## config.mk

```make
export PLATFORM = sky130hd
export DESIGN_NAME = vram_display_top
export DESIGN_NICKNAME = d
export VERILOG_FILES = /design/src/rtl/vram_pkg.sv /design/src/rtl/video_pkg.sv /design/src/rtl/vram_controller.sv /design/src/rtl/line_fifo.sv /design/src/rtl/vga_scanout.sv /design/src/rtl/vram_display_top.sv
export VERILOG_INCLUDE_DIRS = /design/src /design/src/rtl
export SDC_FILE = /design/constraint.sdc
export NUM_CORES = 1
export LEC_CHECK = 0
export BUFFER_PORTS_ARGS = -buffer_cell sky130_fd_sc_hd__buf_2
export CORE_MARGIN = 5
export CORE_UTILIZATION = 60
export CTS_CLUSTER_DIAMETER = 30
export DETAILED_ROUTE_END_ITERATION = 8
export MAX_ROUTING_LAYER = met4
export PLACE_DENSITY = 0.75
export REMOVE_ABC_BUFFERS = 1
export SYNTH_ARGS = -nofsm -noshare
export SYNTH_HDL_FRONTEND = slang
export SYNTH_SLANG_ARGS = --single-unit
```

## constraint.sdc

```tcl
create_clock -name clk -period 4 [get_ports clk]
set_input_delay 0.6 -clock clk [delete_from_list [all_inputs] [get_ports clk]]
set_output_delay 0.6 -clock clk [all_outputs]
set_load 0.01 [all_outputs]
```

## src/rtl/vram_display_config.svh

```systemverilog
// ---------------------------------------------------------------------------
// Video RAM and display configuration
// RAM size, FIFO depth and the (tiny) monochrome display timing
// ---------------------------------------------------------------------------
`ifndef VRAM_DISPLAY_CONFIG_SVH
`define VRAM_DISPLAY_CONFIG_SVH

// Word address width of the video RAM (16 words of 32 bits)
`define VRAM_ADDR_BITS 4

// Horizontal timing in clocks, one pixel per clock
`define H_ACTIVE 64
`define H_FRONT 4
`define H_SYNC 8
`define H_BACK 4
`define H_TOTAL (`H_ACTIVE + `H_FRONT + `H_SYNC + `H_BACK)

// Vertical timing in lines
`define V_ACTIVE 4
`define V_FRONT 1
`define V_SYNC 1
`define V_BACK 1
`define V_TOTAL (`V_ACTIVE + `V_FRONT + `V_SYNC + `V_BACK)

// Words shown per line and per frame
`define WORDS_PER_LINE (`H_ACTIVE / 32)
`define FRAME_WORDS (`WORDS_PER_LINE * `V_ACTIVE)

`define FIFO_DEPTH 4

`endif

```

## src/rtl/vram_pkg.sv

```systemverilog
// ---------------------------------------------------------------------------
// Memory side types
// Processor request, RAM word and the VRAM controller states
// ---------------------------------------------------------------------------
`default_nettype none

`include "vram_display_config.svh"

package vram_pkg;

   // One word of video RAM, 32 pixels
   typedef logic [31:0] vram_word_t;

   // Processor command, held by the requester until cpu_ready
   typedef struct packed {
      logic [`VRAM_ADDR_BITS-1:0] addr;
      vram_word_t                 wdata;
      logic                       write;
   } cpu_req_t;

   // IDLE picks the next user of the single RAM port.
   // CPU_ACCESS is the second clock of a processor access,
   // FETCH reads one word for the display
   typedef enum logic [1:0] {
      IDLE,
      CPU_ACCESS,
      FETCH
   } ctrl_state_t;

endpackage

`default_nettype wire

```

## src/rtl/video_pkg.sv

```systemverilog
// ---------------------------------------------------------------------------
// Video side types
// Sync and colour output bundle and the scan phase of a counter
// ---------------------------------------------------------------------------
`default_nettype none

package video_pkg;

   // VGA style output, syncs active low.
   // Monochrome, so the three colours carry the same pixel bit
   typedef struct packed {
      logic hsync;
      logic vsync;
      logic red;
      logic green;
      logic blue;
   } video_out_t;

   // Phase of the horizontal or vertical counter, in scan order
   typedef enum logic [1:0] {
      ACTIVE,
      FRONT,
      SYNC,
      BACK
   } scan_phase_t;

endpackage

`default_nettype wire

```

## src/rtl/vram_controller.sv

```systemverilog
// ---------------------------------------------------------------------------
// VRAM controller
// Owns the video RAM and shares its one port between processor accesses
// and display fetches, pushing fetched words into the line FIFO
// ---------------------------------------------------------------------------
`timescale 1ns/1ps
`default_nettype none

`include "vram_display_config.svh"

module vram_controller
   import vram_pkg::*;
(
   input  wire             clk,
   input  wire             reset,

   input  wire             cpu_req,
   input  wire cpu_req_t   cpu_cmd,
   output logic            cpu_ready,
   output logic            cpu_done,
   output vram_word_t      cpu_rdata,

   input  wire             frame_start,
   input  wire             full,
   output logic            push,
   output vram_word_t      push_data
);

   localparam logic [`VRAM_ADDR_BITS-1:0] FRAME_WORDS = `VRAM_ADDR_BITS'(`FRAME_WORDS);

   vram_word_t                 ram [2**`VRAM_ADDR_BITS];
   ctrl_state_t                state;
   cpu_req_t                   cmd_q;
   logic [`VRAM_ADDR_BITS-1:0] fetch_ptr;
   logic [`VRAM_ADDR_BITS-1:0] ram_addr;
   vram_word_t                 ram_rdata;
   logic                       accept;
   logic                       fetch_go;

   // Ready stays low from acceptance through the done pulse, so a requester
   // that drops cpu_req on seeing done is never accepted twice
   assign cpu_ready = (state == IDLE) && !cpu_done;
   assign accept    = cpu_req && cpu_ready;

   // A pending request, even one still waiting for ready, blocks fetching
   assign fetch_go = (state == IDLE) && !cpu_req && !full && (fetch_ptr < FRAME_WORDS);

   // The single RAM port. The display owns it only during FETCH
   assign ram_addr  = (state == FETCH) ? fetch_ptr : cmd_q.addr;
   assign ram_rdata = ram[ram_addr];

   // FETCH lasts one clock and is entered only with the FIFO not full,
   // and only pops can change the count meanwhile
   assign push      = (state == FETCH);
   assign push_data = ram_rdata;

   always_ff @(posedge clk) begin
      if (reset) begin
         state     <= IDLE;
         cpu_done  <= 1'b0;
         // Nothing to fetch until the first vertical sync
         fetch_ptr <= FRAME_WORDS;
      end else begin
         cpu_done <= 1'b0;

         case (state)
            IDLE: begin
               if (accept) begin
                  state <= CPU_ACCESS;
               end else if (fetch_go) begin
                  state <= FETCH;
               end
            end
            CPU_ACCESS: begin
               cpu_done <= 1'b1;
               state    <= IDLE;
            end
            FETCH: begin
               state <= IDLE;
            end
            default: begin
               state <= IDLE;
            end
         endcase

         if (frame_start) begin
            fetch_ptr <= '0;
         end else if (state == FETCH) begin
            fetch_ptr <= fetch_ptr + 1'b1;
         end
      end
   end

   // Command capture and the RAM access itself, done on the clock after
   // acceptance so the done pulse follows two clocks later
   always_ff @(posedge clk) begin
      if (accept) begin
         cmd_q <= cpu_cmd;
      end
      if (state == CPU_ACCESS) begin
         if (cmd_q.write) begin
            ram[cmd_q.addr] <= cmd_q.wdata;
         end else begin
            cpu_rdata <= ram_rdata;
         end
      end
   end

endmodule

`default_nettype wire

```

## src/rtl/line_fifo.sv

```systemverilog
// ---------------------------------------------------------------------------
// Line FIFO
// Small circular word buffer between the display fetch and the scan-out
// ---------------------------------------------------------------------------
`timescale 1ns/1ps
`default_nettype none

`include "vram_display_config.svh"

module line_fifo
   import vram_pkg::*;
(
   input  wire             clk,
   input  wire             reset,
   input  wire             push,
   input  wire vram_word_t push_data,
   input  wire             pop,
   output vram_word_t      pop_data,
   output logic            empty,
   output logic            full
);

   localparam int PTR_BITS = $clog2(`FIFO_DEPTH);
   localparam logic [PTR_BITS-1:0] LAST  = PTR_BITS'(`FIFO_DEPTH - 1);
   localparam logic [PTR_BITS:0]   DEPTH = (PTR_BITS + 1)'(`FIFO_DEPTH);

   vram_word_t          mem [`FIFO_DEPTH];
   logic [PTR_BITS-1:0] wr_ptr;
   logic [PTR_BITS-1:0] rd_ptr;
   logic [PTR_BITS:0]   count;
   logic                do_push;
   logic                do_pop;

   function automatic logic [PTR_BITS-1:0] next_ptr(input logic [PTR_BITS-1:0] ptr);
      return (ptr == LAST) ? '0 : ptr + 1'b1;
   endfunction

   assign empty    = (count == '0);
   assign full     = (count == DEPTH);
   assign pop_data = mem[rd_ptr];

   // When full, a push alongside a pop reuses the slot being freed
   assign do_pop  = pop && !empty;
   assign do_push = push && (!full || do_pop);

   always_ff @(posedge clk) begin
      if (reset) begin
         wr_ptr <= '0;
         rd_ptr <= '0;
         count  <= '0;
      end else begin
         if (do_push) begin
            wr_ptr <= next_ptr(wr_ptr);
         end
         if (do_pop) begin
            rd_ptr <= next_ptr(rd_ptr);
         end
         if (do_push && !do_pop) begin
            count <= count + 1'b1;
         end else if (do_pop && !do_push) begin
            count <= count - 1'b1;
         end
      end
   end

   always_ff @(posedge clk) begin
      if (do_push) begin
         mem[wr_ptr] <= push_data;
      end
   end

endmodule

`default_nettype wire

```

## src/rtl/vga_scanout.sv

```systemverilog
// ---------------------------------------------------------------------------
// VGA scan-out
// Sync counters and a pixel shifter that streams FIFO words to the display,
// blanking whole words and flagging underrun when the FIFO runs dry
// ---------------------------------------------------------------------------
`timescale 1ns/1ps
`default_nettype none

`include "vram_display_config.svh"

module vga_scanout
   import vram_pkg::*;
   import video_pkg::*;
(
   input  wire             clk,
   input  wire             reset,
   input  wire             empty,
   input  wire vram_word_t pop_data,
   output logic            pop,
   output logic            frame_start,
   output video_out_t      video,
   output logic            underrun
);

   localparam int H_BITS   = $clog2(`H_TOTAL);
   localparam int V_BITS   = $clog2(`V_TOTAL);
   localparam int WORD_LSB = $clog2($bits(vram_word_t));

   localparam logic [H_BITS-1:0] H_LAST  = H_BITS'(`H_TOTAL - 1);
   localparam logic [V_BITS-1:0] V_LAST  = V_BITS'(`V_TOTAL - 1);
   localparam logic [V_BITS-1:0] V_START = V_BITS'(`V_ACTIVE);

   logic [H_BITS-1:0] h_cnt;
   logic [V_BITS-1:0] v_cnt;
   scan_phase_t       h_phase;
   scan_phase_t       v_phase;
   logic              active_area;
   logic              word_start;
   logic              blank_now;
   logic              blank_q;
   logic              pixel;
   vram_word_t        pix_word;
   vram_word_t        shift_q;
   video_out_t        video_next;

   function automatic scan_phase_t phase_of(input int pos, input int n_active,
                                            input int n_front, input int n_sync);
      if (pos < n_active) begin
         return ACTIVE;
      end else if (pos < n_active + n_front) begin
         return FRONT;
      end else if (pos < n_active + n_front + n_sync) begin
         return SYNC;
      end
      return BACK;
   endfunction

   // Reset parks the scan at the start of the first vertical front porch line
   always_ff @(posedge clk) begin
      if (reset) begin
         h_cnt <= '0;
         v_cnt <= V_START;
      end else if (h_cnt == H_LAST) begin
         h_cnt <= '0;
         v_cnt <= (v_cnt == V_LAST) ? '0 : v_cnt + 1'b1;
      end else begin
         h_cnt <= h_cnt + 1'b1;
      end
   end

   assign h_phase = phase_of(int'(h_cnt), `H_ACTIVE, `H_FRONT, `H_SYNC);
   assign v_phase = phase_of(int'(v_cnt), `V_ACTIVE, `V_FRONT, `V_SYNC);

   assign active_area = (h_phase == ACTIVE) && (v_phase == ACTIVE);
   assign word_start  = active_area && (h_cnt[WORD_LSB-1:0] == '0);
   assign frame_start = (v_phase == SYNC) && (h_cnt == '0);
   assign pop         = word_start && !empty;

   // The first pixel of a word comes straight from the FIFO head,
   // the rest from the shifter, bit 0 first
   assign pix_word  = word_start ? pop_data : shift_q;
   assign blank_now = word_start ? empty : blank_q;
   assign pixel     = active_area && !blank_now && pix_word[0];

   always_comb begin
      video_next.hsync = (h_phase != SYNC);
      video_next.vsync = (v_phase != SYNC);
      video_next.red   = pixel;
      video_next.green = pixel;
      video_next.blue  = pixel;
   end

   always_ff @(posedge clk) begin
      if (reset) begin
         video    <= '{hsync: 1'b1, vsync: 1'b1, default: 1'b0};
         blank_q  <= 1'b0;
         underrun <= 1'b0;
      end else begin
         video   <= video_next;
         blank_q <= blank_now;
         // Sticky until reset
         if (word_start && empty) begin
            underrun <= 1'b1;
         end
      end
   end

   always_ff @(posedge clk) begin
      if (active_area) begin
         shift_q <= pix_word >> 1;
      end
   end

endmodule

`default_nettype wire

```

## src/rtl/vram_display_top.sv

```systemverilog
// ---------------------------------------------------------------------------
// Video display top level
// VRAM controller feeding the scan-out through the line FIFO
// ---------------------------------------------------------------------------
`timescale 1ns/1ps
`default_nettype none

module vram_display_top
   import vram_pkg::*;
   import video_pkg::*;
(
   input  wire           clk,
   input  wire           reset,

   input  wire           cpu_req,
   input  wire cpu_req_t cpu_cmd,
   output logic          cpu_ready,
   output logic          cpu_done,
   output vram_word_t    cpu_rdata,

   output video_out_t    video,
   output logic          underrun
);

   logic       push;
   vram_word_t push_data;
   logic       full;
   logic       pop;
   vram_word_t pop_data;
   logic       empty;
   logic       frame_start;

   vram_controller vram_controller_inst (
      .clk         (clk),
      .reset       (reset),
      .cpu_req     (cpu_req),
      .cpu_cmd     (cpu_cmd),
      .cpu_ready   (cpu_ready),
      .cpu_done    (cpu_done),
      .cpu_rdata   (cpu_rdata),
      .frame_start (frame_start),
      .full        (full),
      .push        (push),
      .push_data   (push_data)
   );

   line_fifo line_fifo_inst (
      .clk       (clk),
      .reset     (reset),
      .push      (push),
      .push_data (push_data),
      .pop       (pop),
      .pop_data  (pop_data),
      .empty     (empty),
      .full      (full)
   );

   vga_scanout vga_scanout_inst (
      .clk         (clk),
      .reset       (reset),
      .empty       (empty),
      .pop_data    (pop_data),
      .pop         (pop),
      .frame_start (frame_start),
      .video       (video),
      .underrun    (underrun)
   );

endmodule

`default_nettype wire

```

==> results.yml, run 1 <==
sta:
  worstMarginPinSlew_ns: 1.11
  max_freq_ghz: 0.321
  fin_tns_setup_ns: 0
  period_needed_ns: 3.12
  hold_slack_ns: 0.0814
  relSlewSlack_pct: 25.5
  clock_skew_ns: 0.0225
  period_share_pct: 77.9
  drv_slew: 0
  finalSetupViolations: 0
  final_hold_viol_count: 0
  rsz0062_at_grt: "false"
  setup_ws_ns: 0.883
die:
  start_util_pct: 60.3
  coreArea_sq_um: 51100
  dieHeight_microns: 237
  io_pins: 80
  num_rows: 83
  die-area_sq_um: 56000
  die_w_microns: 237
global_route:
  gr-usage-met2_pct: 40.9
  grt.overflow.total: 0
  antenna_found_initial: 0
  grt_max_degree: 104
  grt_usage_pct: 26.3
  grt_pass1_wl_microns: 108000
  grt_util_met1_pct: 34.7
  grt_most_used_layer: "met2"
  grt_pass1_vias: 17500
  use_met3_pct: 5.38
synthesis:
  synth_top_cell_by_area: "edfxtp_1"
  synth_most_common_cell: "edfxtp_1"
  yosysTopAreaCellShare_pct: 72.1
  synthTopCellsByCount: "740 x edfxtp_1, 229 x mux2i_1, 128 x a211oi_1, 103 x nor2_1, 72 x inv_1"
  synthTopCellsByArea: "edfxtp_1 72%, mux2i_1 7.4%, a211oi_1 3.1%"
  ys_types: 55
  syn_area_sq_um: 30800
  ys_ff_latch: 771
  synth_seq_area_share_pct: 74.1
  synth_warnings: 0
  synth_edf_count: 740
  syn_area_per_cell_sq_um: 17.5
  synth_flop_cell: "edfxtp_1"
  synth_cells: 1758
  async_flop_share_pct: 0
placed_design:
  dp_slack_ns: 1.01
  gp_congestion: 0.857
  io_buffers: 79
  dp_hpwl_microns: 39100
  dp.cells: 2459
  place_area_sq_um: 32200
finish:
  drive_above_1_share_pct: 24.2
  nets: 1967
  area_delta_synth_final_pct: 19.3
  stdcell_area_sq_um: 36800
  diodes: 0
  final_util_pct: 71.9
  fin_cells: 2691
setup_path:
  crit_family: "simple AND/OR/NAND/NOR gates"
  worstSetupStartpointType: "flop"
  rr_worst_depth: 11
  cp_num_cells: 11
  cp_slowest_cell: "nor4b_1"
  critPathCaptureType: "flop"
  max_stage_delay_ns: 0.53
  crit_buf_inv: 2
  crit_required_ns: 4.61
  criticalPathCategory: "reg2reg"
  worst_ep_arrival_time_ns: 3.73
  crit_fanout: 7
  crit_chain: "inv_1 -> ha_1 -> nor4b_1 -> nand2_1 -> a21oi_2 -> ha_1 -> inv_1 -> fa_1 -> xor2_1 -> or3_1 -> a21oi_1"
clock_network:
  h-tree-depth: 4
  cts.sinks: 771
  tritoncts: "yes"
  cts.clk_slew.worst_paths_ns: 0.05
  cts_root_buf: "clkbuf_16"
  cts_resized: 0
  cts_buffers: 135
  postCtsSetupRepairBufs: 0
  insertion_delay_ns: 0.69
  clk_path_buf_depth: 3
  cts_hold_buf: 0
power:
  power_density_nw_per_um2: 576
  power_mw: 21.2
  power_switching_share_pct: 20.6
  p_leak_nw: 12.7
  intPower_mw: 16.8
  switchingPower_mw: 4.35
  p_clk_share_pct: 53.6
  seqPwrFrac_pct: 43.0
  comb_power_share_pct: 3.4
  ir_drop_mv: 0.432
drt:
  drtAntennaViolNets: 0
  wirelength_microns: 71500
  route.detailed.drc: 0
  dr.pass1.iters: 5
  post_drt_wl_per_cell_microns: 26.6
  vias: 17100
  avgViaCountPerCell: 6.37
  drtIter0Drc: 1856
job:
  cap_violations: 0
status:
  status: "complete, no violations"
worst_hold_path:
  hold_depth: 1
  hold_path.class: "in2reg"
-- layer usage --
layer	vias to the layer above	part of all wire, %
met5	-	0
met4	0	3.3
met3	180	8.6
met2	920	49
met1	8635	39
li1	7408	-
-- path summary, 6_finish.rpt --
kind                                   from                             end  slack, ns
hold / removal                  cpu_cmd[27]  vram_controller_inst.cmd_q[27]       0.08
setup reg to reg  vga_scanout_inst.h_cnt[0]         line_fifo_inst.count[2]       0.88
setup / recovery  vga_scanout_inst.h_cnt[0]         line_fifo_inst.count[2]       0.88
hold reg to reg   vga_scanout_inst.h_cnt[0]       vga_scanout_inst.h_cnt[0]       0.45
-- state kept, by name (all words and copies together), names as in the netlist, 2 cells and up, named ones only --
register	count
line_fifo_inst.count	3
line_fifo_inst.mem	128
line_fifo_inst.rd_ptr	2
line_fifo_inst.wr_ptr	2
vga_scanout_inst.h_cnt	7
vga_scanout_inst.shift_q	31
vga_scanout_inst.v_cnt	3
vga_scanout_inst.video	3
vram_controller_inst.cmd_q	37
vram_controller_inst.cpu_rdata	32
vram_controller_inst.fetch_ptr	4
vram_controller_inst.ram	512
vram_controller_inst.state	2
-- power groups by stage --
stage / Combinational [mW] / Sequential (mW) / Clock (mW)
2_1_floorplan: 0.474 / 9.22 / 0
4_1_cts: 0.718 / 9.10 / 11.5
3_5_place_dp: 0.711 / 9.25 / 0
3_3_place_gp: 0.690 / 9.23 / 0
6_report: 0.725 / 9.10 / 11.3
5_1_grt: 0.764 / 9.10 / 11.9
-- final cells by class --
cell class,instances,area [sq um]
clock inverter,84,1020
sequential,771,22800
timing repair buffer,135,966
tap,680,851
inverter,75,282
clock buffer,148,3530
fill,3000,14300
multi-input combinational,798,7260
-- layout by cell type (no fill, tap or decap), types with 7 or more instances in the layout --
| master | Yosys | final |
|---|---|---|
| mux2i_1 | 229 | 228 |
| buf_2 | 46 | 79 |
| clkinv_2 | 0 | 15 |
| nor2_4 | 0 | 13 |
| a2111oi_2 | 32 | 32 |
| inv_6 | 0 | 11 |
| o221ai_1 | 64 | 64 |
| clkinv_1 | 1 | 12 |
| buf_4 | 6 | 44 |
| dfxtp_1 | 31 | 29 |
| a22o_1 | 32 | 32 |
| ha_1 | 10 | 10 |
| buf_12 | 0 | 12 |
| a211oi_1 | 128 | 128 |
| nand2_1 | 15 | 15 |
| bufinv_16 | 0 | 19 |
| inv_1 | 72 | 72 |
| edfxtp_1 | 740 | 740 |
| mux4_2 | 32 | 32 |
| a21oi_1 | 7 | 7 |
| clkbuf_1 | 42 | 8 |
| mux2_2 | 30 | 30 |
| clkinv_4 | 0 | 13 |
| nor3_1 | 38 | 34 |
| clkbuf_16 | 0 | 140 |
| clkinvlp_4 | 0 | 14 |
| nor2_1 | 103 | 89 |
-- cells by family (layout without fill, tap and decap cells) --
group                      Yosys count  in the layout  share of synthesized area [%]
AOI/OAI and AO/OA                  285            285                           8.11
xor gates and xnor gates            10             10                          0.284
adders and majority gates           11             11                          0.471
buffers and inverters              189            442                           2.98
DFF                                771            771                           74.1
muxes                              292            292                           10.9
and+or+nand+nor                    200            200                           3.10
Power figures use the tool's default switching activity.
==> inputs of run 2 (changes only) <==
Settings changed: CORE_UTILIZATION 60 to 56, PLACE_DENSITY 0.75 to 0.74.
Clock period 4 ns to 2.85 ns, I/O delays scaled along.
==> run 2 against run 1 <==
Fmax up 13%; critical endpoint is now vram_controller_inst.cpu_rdata[4]; worst hold slack improved by 0.075 ns; via count is 1.4% higher; critical path type unchanged; global-route usage is 0.99 points lower; clock power rose by 43%; register-to-register slack worse by 0.80 ns; highest routed layer unchanged.
==> results.yml, run 2 (synthesized netlist as in run 1, its figures left out) <==
die:
  dieHeight_microns: 245
  num_rows: 86
  die-area_sq_um: 59800
  coreArea_sq_um: 54800
  start_util_pct: 56.2
  die_w_microns: 245
  io_pins: 80
placed_design:
  gp_congestion: 0.823
  dp.cells: 2506
  dp_hpwl_microns: 39900
  io_buffers: 79
global_route:
  grt_usage_pct: 25.3
  antenna_found_initial: 0
  grt_max_degree: 66
  grt.overflow.total: 0
  grt_pass1_vias: 18000
  grt_pass1_wl_microns: 110000
worst_hold_path:
  hold_path.class: "in2reg"
setup_path:
  critPathCaptureType: "flop"
  max_stage_delay_ns: 0.49
  cp_slowest_cell: "dfxtp_1"
  crit_fanout: 35
  r2r_setup_slack_ns: 0.08
  crit_chain: "and3b_2 -> a21oi_4 -> buf_12 -> buf_12 -> mux2i_1 -> a2111oi_4 -> a22o_1"
  worst_ep_arrival_time_ns: 3.29
  crit_required_ns: 3.37
  crit_top_cell: "buf_12"
  worstSetupStartpointType: "flop"
  criticalPathCategory: "reg2reg"
drt:
  route.detailed.drc: 0
  avgViaCountPerCell: 6.23
  drtAntennaViolNets: 0
  vias: 17400
  wirelength_microns: 73000
  dr.pass1.iters: 5
  drtIter0Drc: 1829
  post_drt_wl_per_cell_microns: 26.2
sta:
  relSlewSlack_pct: 49.9
  hold_slack_ns: 0.157
  fin_tns_setup_ns: 0
  clock_skew_ns: 0.0313
  max_freq_ghz: 0.361
  finalSetupViolations: 0
  drv_slew: 0
  worstMarginPinSlew_ns: 0.751
  rsz0062_at_grt: "false"
  period_share_pct: 97.2
  final_hold_viol_count: 0
  period_needed_ns: 2.77
clock_network:
  cts_buffers: 136
  cts.clk_slew.worst_paths_ns: 0.05
  insertion_delay_ns: 0.72
  cts_root_buf: "clkbuf_16"
  tritoncts: "yes"
  h-tree-depth: 4
  clk_path_buf_depth: 3
  cts.sinks: 771
  postCtsSetupRepairBufs: 0
finish:
  nets: 2029
  drive_above_1_share_pct: 24.7
  final_common_cell: "edfxtp_1"
  layout_common_cells: "740 x edfxtp_1, 228 x mux2i_1, 140 x clkbuf_16"
  largest_reg_flops: 512
  fin_cells: 2791
  diodes: 0
  reg.largest.list: "vram_controller_inst.ram x512, line_fifo_inst.mem x128, vram_controller_inst.cmd_q x37"
  regMostFlops: "vram_controller_inst.ram"
  area_delta_synth_final_pct: 22.1
power:
  p_leak_nw: 13.0
  ir_drop_mv: 0.574
  power_density_nw_per_um2: 800
job:
  cap_violations: 0
status:
  status: "complete, no violations"
## run 2: cell types whose count changed in the layout (fill, tap and decap cells not counted), moves of 3 or more
cell,delta
dlygate4sd3_1,+38
buf_12,+12
buf_4,+11
clkbuf_1,+10
clkinv_4,-5
inv_6,+4
inv_8,+4
clkinvlp_4,+3
## run 2: path summary, 6_finish.rpt
| kind | endpoint | depth (start not counted) | startpoint |
|---|---|---|---|
| min reg2reg | vga_scanout_inst.h_cnt[0] | 1 | vga_scanout_inst.h_cnt[0] |
| min | line_fifo_inst.wr_ptr[0] | 2 | reset |
| max | vram_controller_inst.cpu_rdata[4] | 7 | vram_controller_inst.state[0] |
| max reg2reg | vram_controller_inst.cpu_rdata[4] | 7 | vram_controller_inst.state[0] |
## run 2: what timing repair did
| action | in CTS | in global routing |
|---|---|---|
| resized for setup | 0 | 3 |
| setup endpoints to repair | 0 | 11 |
| endpoints found under the hold margin | 38 | 0 |
| hold buffers | 38 | 0 |
## run 2: per-stage QoR
stage | instance area [sq um] | utilization [%] | total power, mW | worst slack [ns]
6_report | 37600 | 68.7 | 30.1 | 0.0808
5_1_grt | 37600 | 68.7 | 31.0 | 0.00189
4_1_cts | 37600 | 68.6 | 30.3 | 0.0807
3_5_place_dp | 32600 | 59.4 | 14.0 | 0.136
3_3_place_gp | 32600 | 59.4 | 14.0 | 0.249
2_1_floorplan | 30200 | - | 13.6 | -7.11
## run 2: layout make-up
class / count / area [sq um]
Tap cell: 704 / 881
Sequential cell: 771 / 22800
Timing Repair Buffer: 196 / 1670
Fill cell: 3325 / 17200
Inverter: 75 / 282
Clock buffer: 158 / 3570
Clock inverter: 89 / 1070
Multi-Input combinational cell: 798 / 7280
## run 2: power by group
part           total [mW]  internal [mW]  switching [mW]  leakage, nW
Sequential           12.8           12.6           0.156         6.92
Combinational        1.10          0.415           0.684         3.87
Clock                16.2           10.7            5.49         2.22
## run 2: worst max-delay path, delay by kind of cell (launching register included)
| kind | cells | cell delay, ns |
|---|---|---|
| DFF | 1 | 0.49 |
| AOI/OAI and AO/OA | 3 | 0.96 |
| and+or+nand+nor | 1 | 0.32 |
| buffers and inverters | 2 | 0.57 |
| muxes | 1 | 0.16 |
## run 2: routing by layer
metal	GRT usage, %	up-vias	wire, microns
met2	41.0	893	36900
met4	8.73	0	1880
met1	31.9	8802	28000
met3	6.07	154	6280
li1	-	7540	-
met5	-	-	0
==> inputs of run 3 (changes only) <==
Settings changed: MAX_ROUTING_LAYER met4 to unset, PLACE_DENSITY 0.74 to 0.85.
==> run 3 against run 2 <==
Fmax fell by 0.53%; combinational power barely moved; critical path depth did not move; design area fell by 0.57%; via count rose by 3.3%; sequential power barely moved; critical path type unchanged; critical endpoint is now line_fifo_inst.mem[3][20]; largest cell class unchanged.
==> results.yml, run 3 (synthesized netlist as in run 1, its figures left out) <==
drt:
  vias: 18000
  post_drt_wl_per_cell_microns: 27.6
  dr.pass1.iters: 6
  route.detailed.drc: 0
  drtIter0Drc: 2142
  drtAntennaViolNets: 0
  avgViaCountPerCell: 6.49
  wirelength_microns: 76400
finish:
  area_delta_synth_final_pct: 21.4
  drive_above_1_share_pct: 23.9
  diodes: 0
  reg.largest.list: "vram_controller_inst.ram x512, line_fifo_inst.mem x128, vram_controller_inst.cmd_q x37"
  layout_common_cells: "740 x edfxtp_1, 228 x mux2i_1, 139 x clkbuf_16"
  regMostFlops: "vram_controller_inst.ram"
  final_common_cell: "edfxtp_1"
  nets: 2018
  final_util_pct: 68.3
  largest_reg_flops: 512
sta:
  worstMarginPinSlew_ns: 0.788
  clock_skew_ns: 0.0312
  max_freq_ghz: 0.359
  period_needed_ns: 2.78
  relSlewSlack_pct: 46.9
  rsz0062_at_grt: "false"
  period_share_pct: 97.7
  drv_slew: 0
  fin_tns_setup_ns: 0
  hold_slack_ns: 0.156
  finalSetupViolations: 0
  final_hold_viol_count: 0
setup_path:
  criticalPathCategory: "reg2reg"
  crit_fanout: 30
  worstSetupStartpointType: "flop"
  critPathCaptureType: "flop"
  crit_required_ns: 3.34
  worst_ep_arrival_time_ns: 3.27
status:
  status: "complete, no violations"
global_route:
  grt_max_degree: 55
  antenna_found_initial: 1
  grt_pass1_wl_microns: 114000
  grt.overflow.total: 0
  grt_usage_pct: 25.4
  grt_pass1_vias: 18800
clock_network:
  cts.sinks: 771
  clk_path_buf_depth: 3
  h-tree-depth: 4
  cts.clk_slew.worst_paths_ns: 0.05
  cts_buffers: 131
  cts_root_buf: "clkbuf_16"
  insertion_delay_ns: 0.70
  tritoncts: "yes"
  postCtsSetupRepairBufs: 0
placed_design:
  gp_congestion: 0.835
  io_buffers: 79
  dp_hpwl_microns: 40800
power:
  p_leak_nw: 12.9
  power_mw: 29.3
  ir_drop_mv: 0.616
  power_density_nw_per_um2: 785
worst_hold_path:
  hold_path.class: "in2reg"
die:
  die-area_sq_um: 59800
  die_w_microns: 245
  start_util_pct: 56.2
  num_rows: 86
  dieHeight_microns: 245
  io_pins: 80
  coreArea_sq_um: 54800
job:
  cap_violations: 0
[run 3: cell count changes in the layout (fill, tap and decap cells not counted), sizes merged]
cell | previous run | this run
buf | 158 | 151
bufinv | 19 | 15
clkbuf | 158 | 153
clkinv | 35 | 45
clkinvlp | 17 | 10
inv | 93 | 84
[run 3: timing repair]
item                                    CTS  global route
hold buffers                             38             0
endpoints found under the hold margin    38             0
gates resized for setup                   0             7
endpoints found under the setup margin    0           130
[run 3: path summary, 6_finish.rpt]
kind | endpoint | cells past startpoint | startpoint | slack [ns]
hold reg to reg | vga_scanout_inst.h_cnt[0] | 1 | vga_scanout_inst.h_cnt[0] | 0.48
setup reg to reg | line_fifo_inst.mem[3][20] | 7 | vram_controller_inst.state[0] | 0.07
setup / recovery | line_fifo_inst.mem[3][20] | 7 | vram_controller_inst.state[0] | 0.07
hold / removal | line_fifo_inst.wr_ptr[0] | 2 | reset | 0.16
[run 3: cell type report]
| class | instances | area (sq um) |
|---|---|---|
| clock buffers | 152 | 3510 |
| flip-flops and latches | 771 | 22800 |
| well taps | 704 | 881 |
| fillers | 3085 | 17400 |
| repair buffers | 190 | 1720 |
| multi-input cells | 798 | 7280 |
| clock inverters | 79 | 867 |
| inverters | 75 | 282 |
[run 3: stage by stage]
| step | setup slack [ns] | cells | area [sq um] |
|---|---|---|---|
| floorplan | -7.11 | 1644 | 30200 |
| global placement | 0.238 | 2499 | 32600 |
| detailed placement | 0.0648 | 2499 | 32600 |
| CTS | 0.0132 | 2768 | 37300 |
| global route | 0.00286 | 2769 | 37400 |
| finish | 0.0661 | 2769 | 37400 |
[run 3: where the power goes]
group	switching [mW]	leakage (nW)	internal, mW
logic	0.706	3.87	0.422
registers	0.164	6.93	12.6
clock network	5.30	2.11	10.2
total	6.17	12.9	23.2
[run 3: critical path, cell delays in order (launching register included)]
cell,delay (ns)
dfxtp_2,0.38
nand2b_4,0.29
a21oi_4,0.39
buf_12,0.27
buf_12,0.26
mux2i_1,0.15
a2111oi_2,0.41
a22o_1,0.36
[run 3: metal layers]
layer	GRT usage (%)	routed length (microns)
met1	31.8	27500
met2	42.7	38800
met3	6.33	7350
met4	10.6	2730
met5	0	0
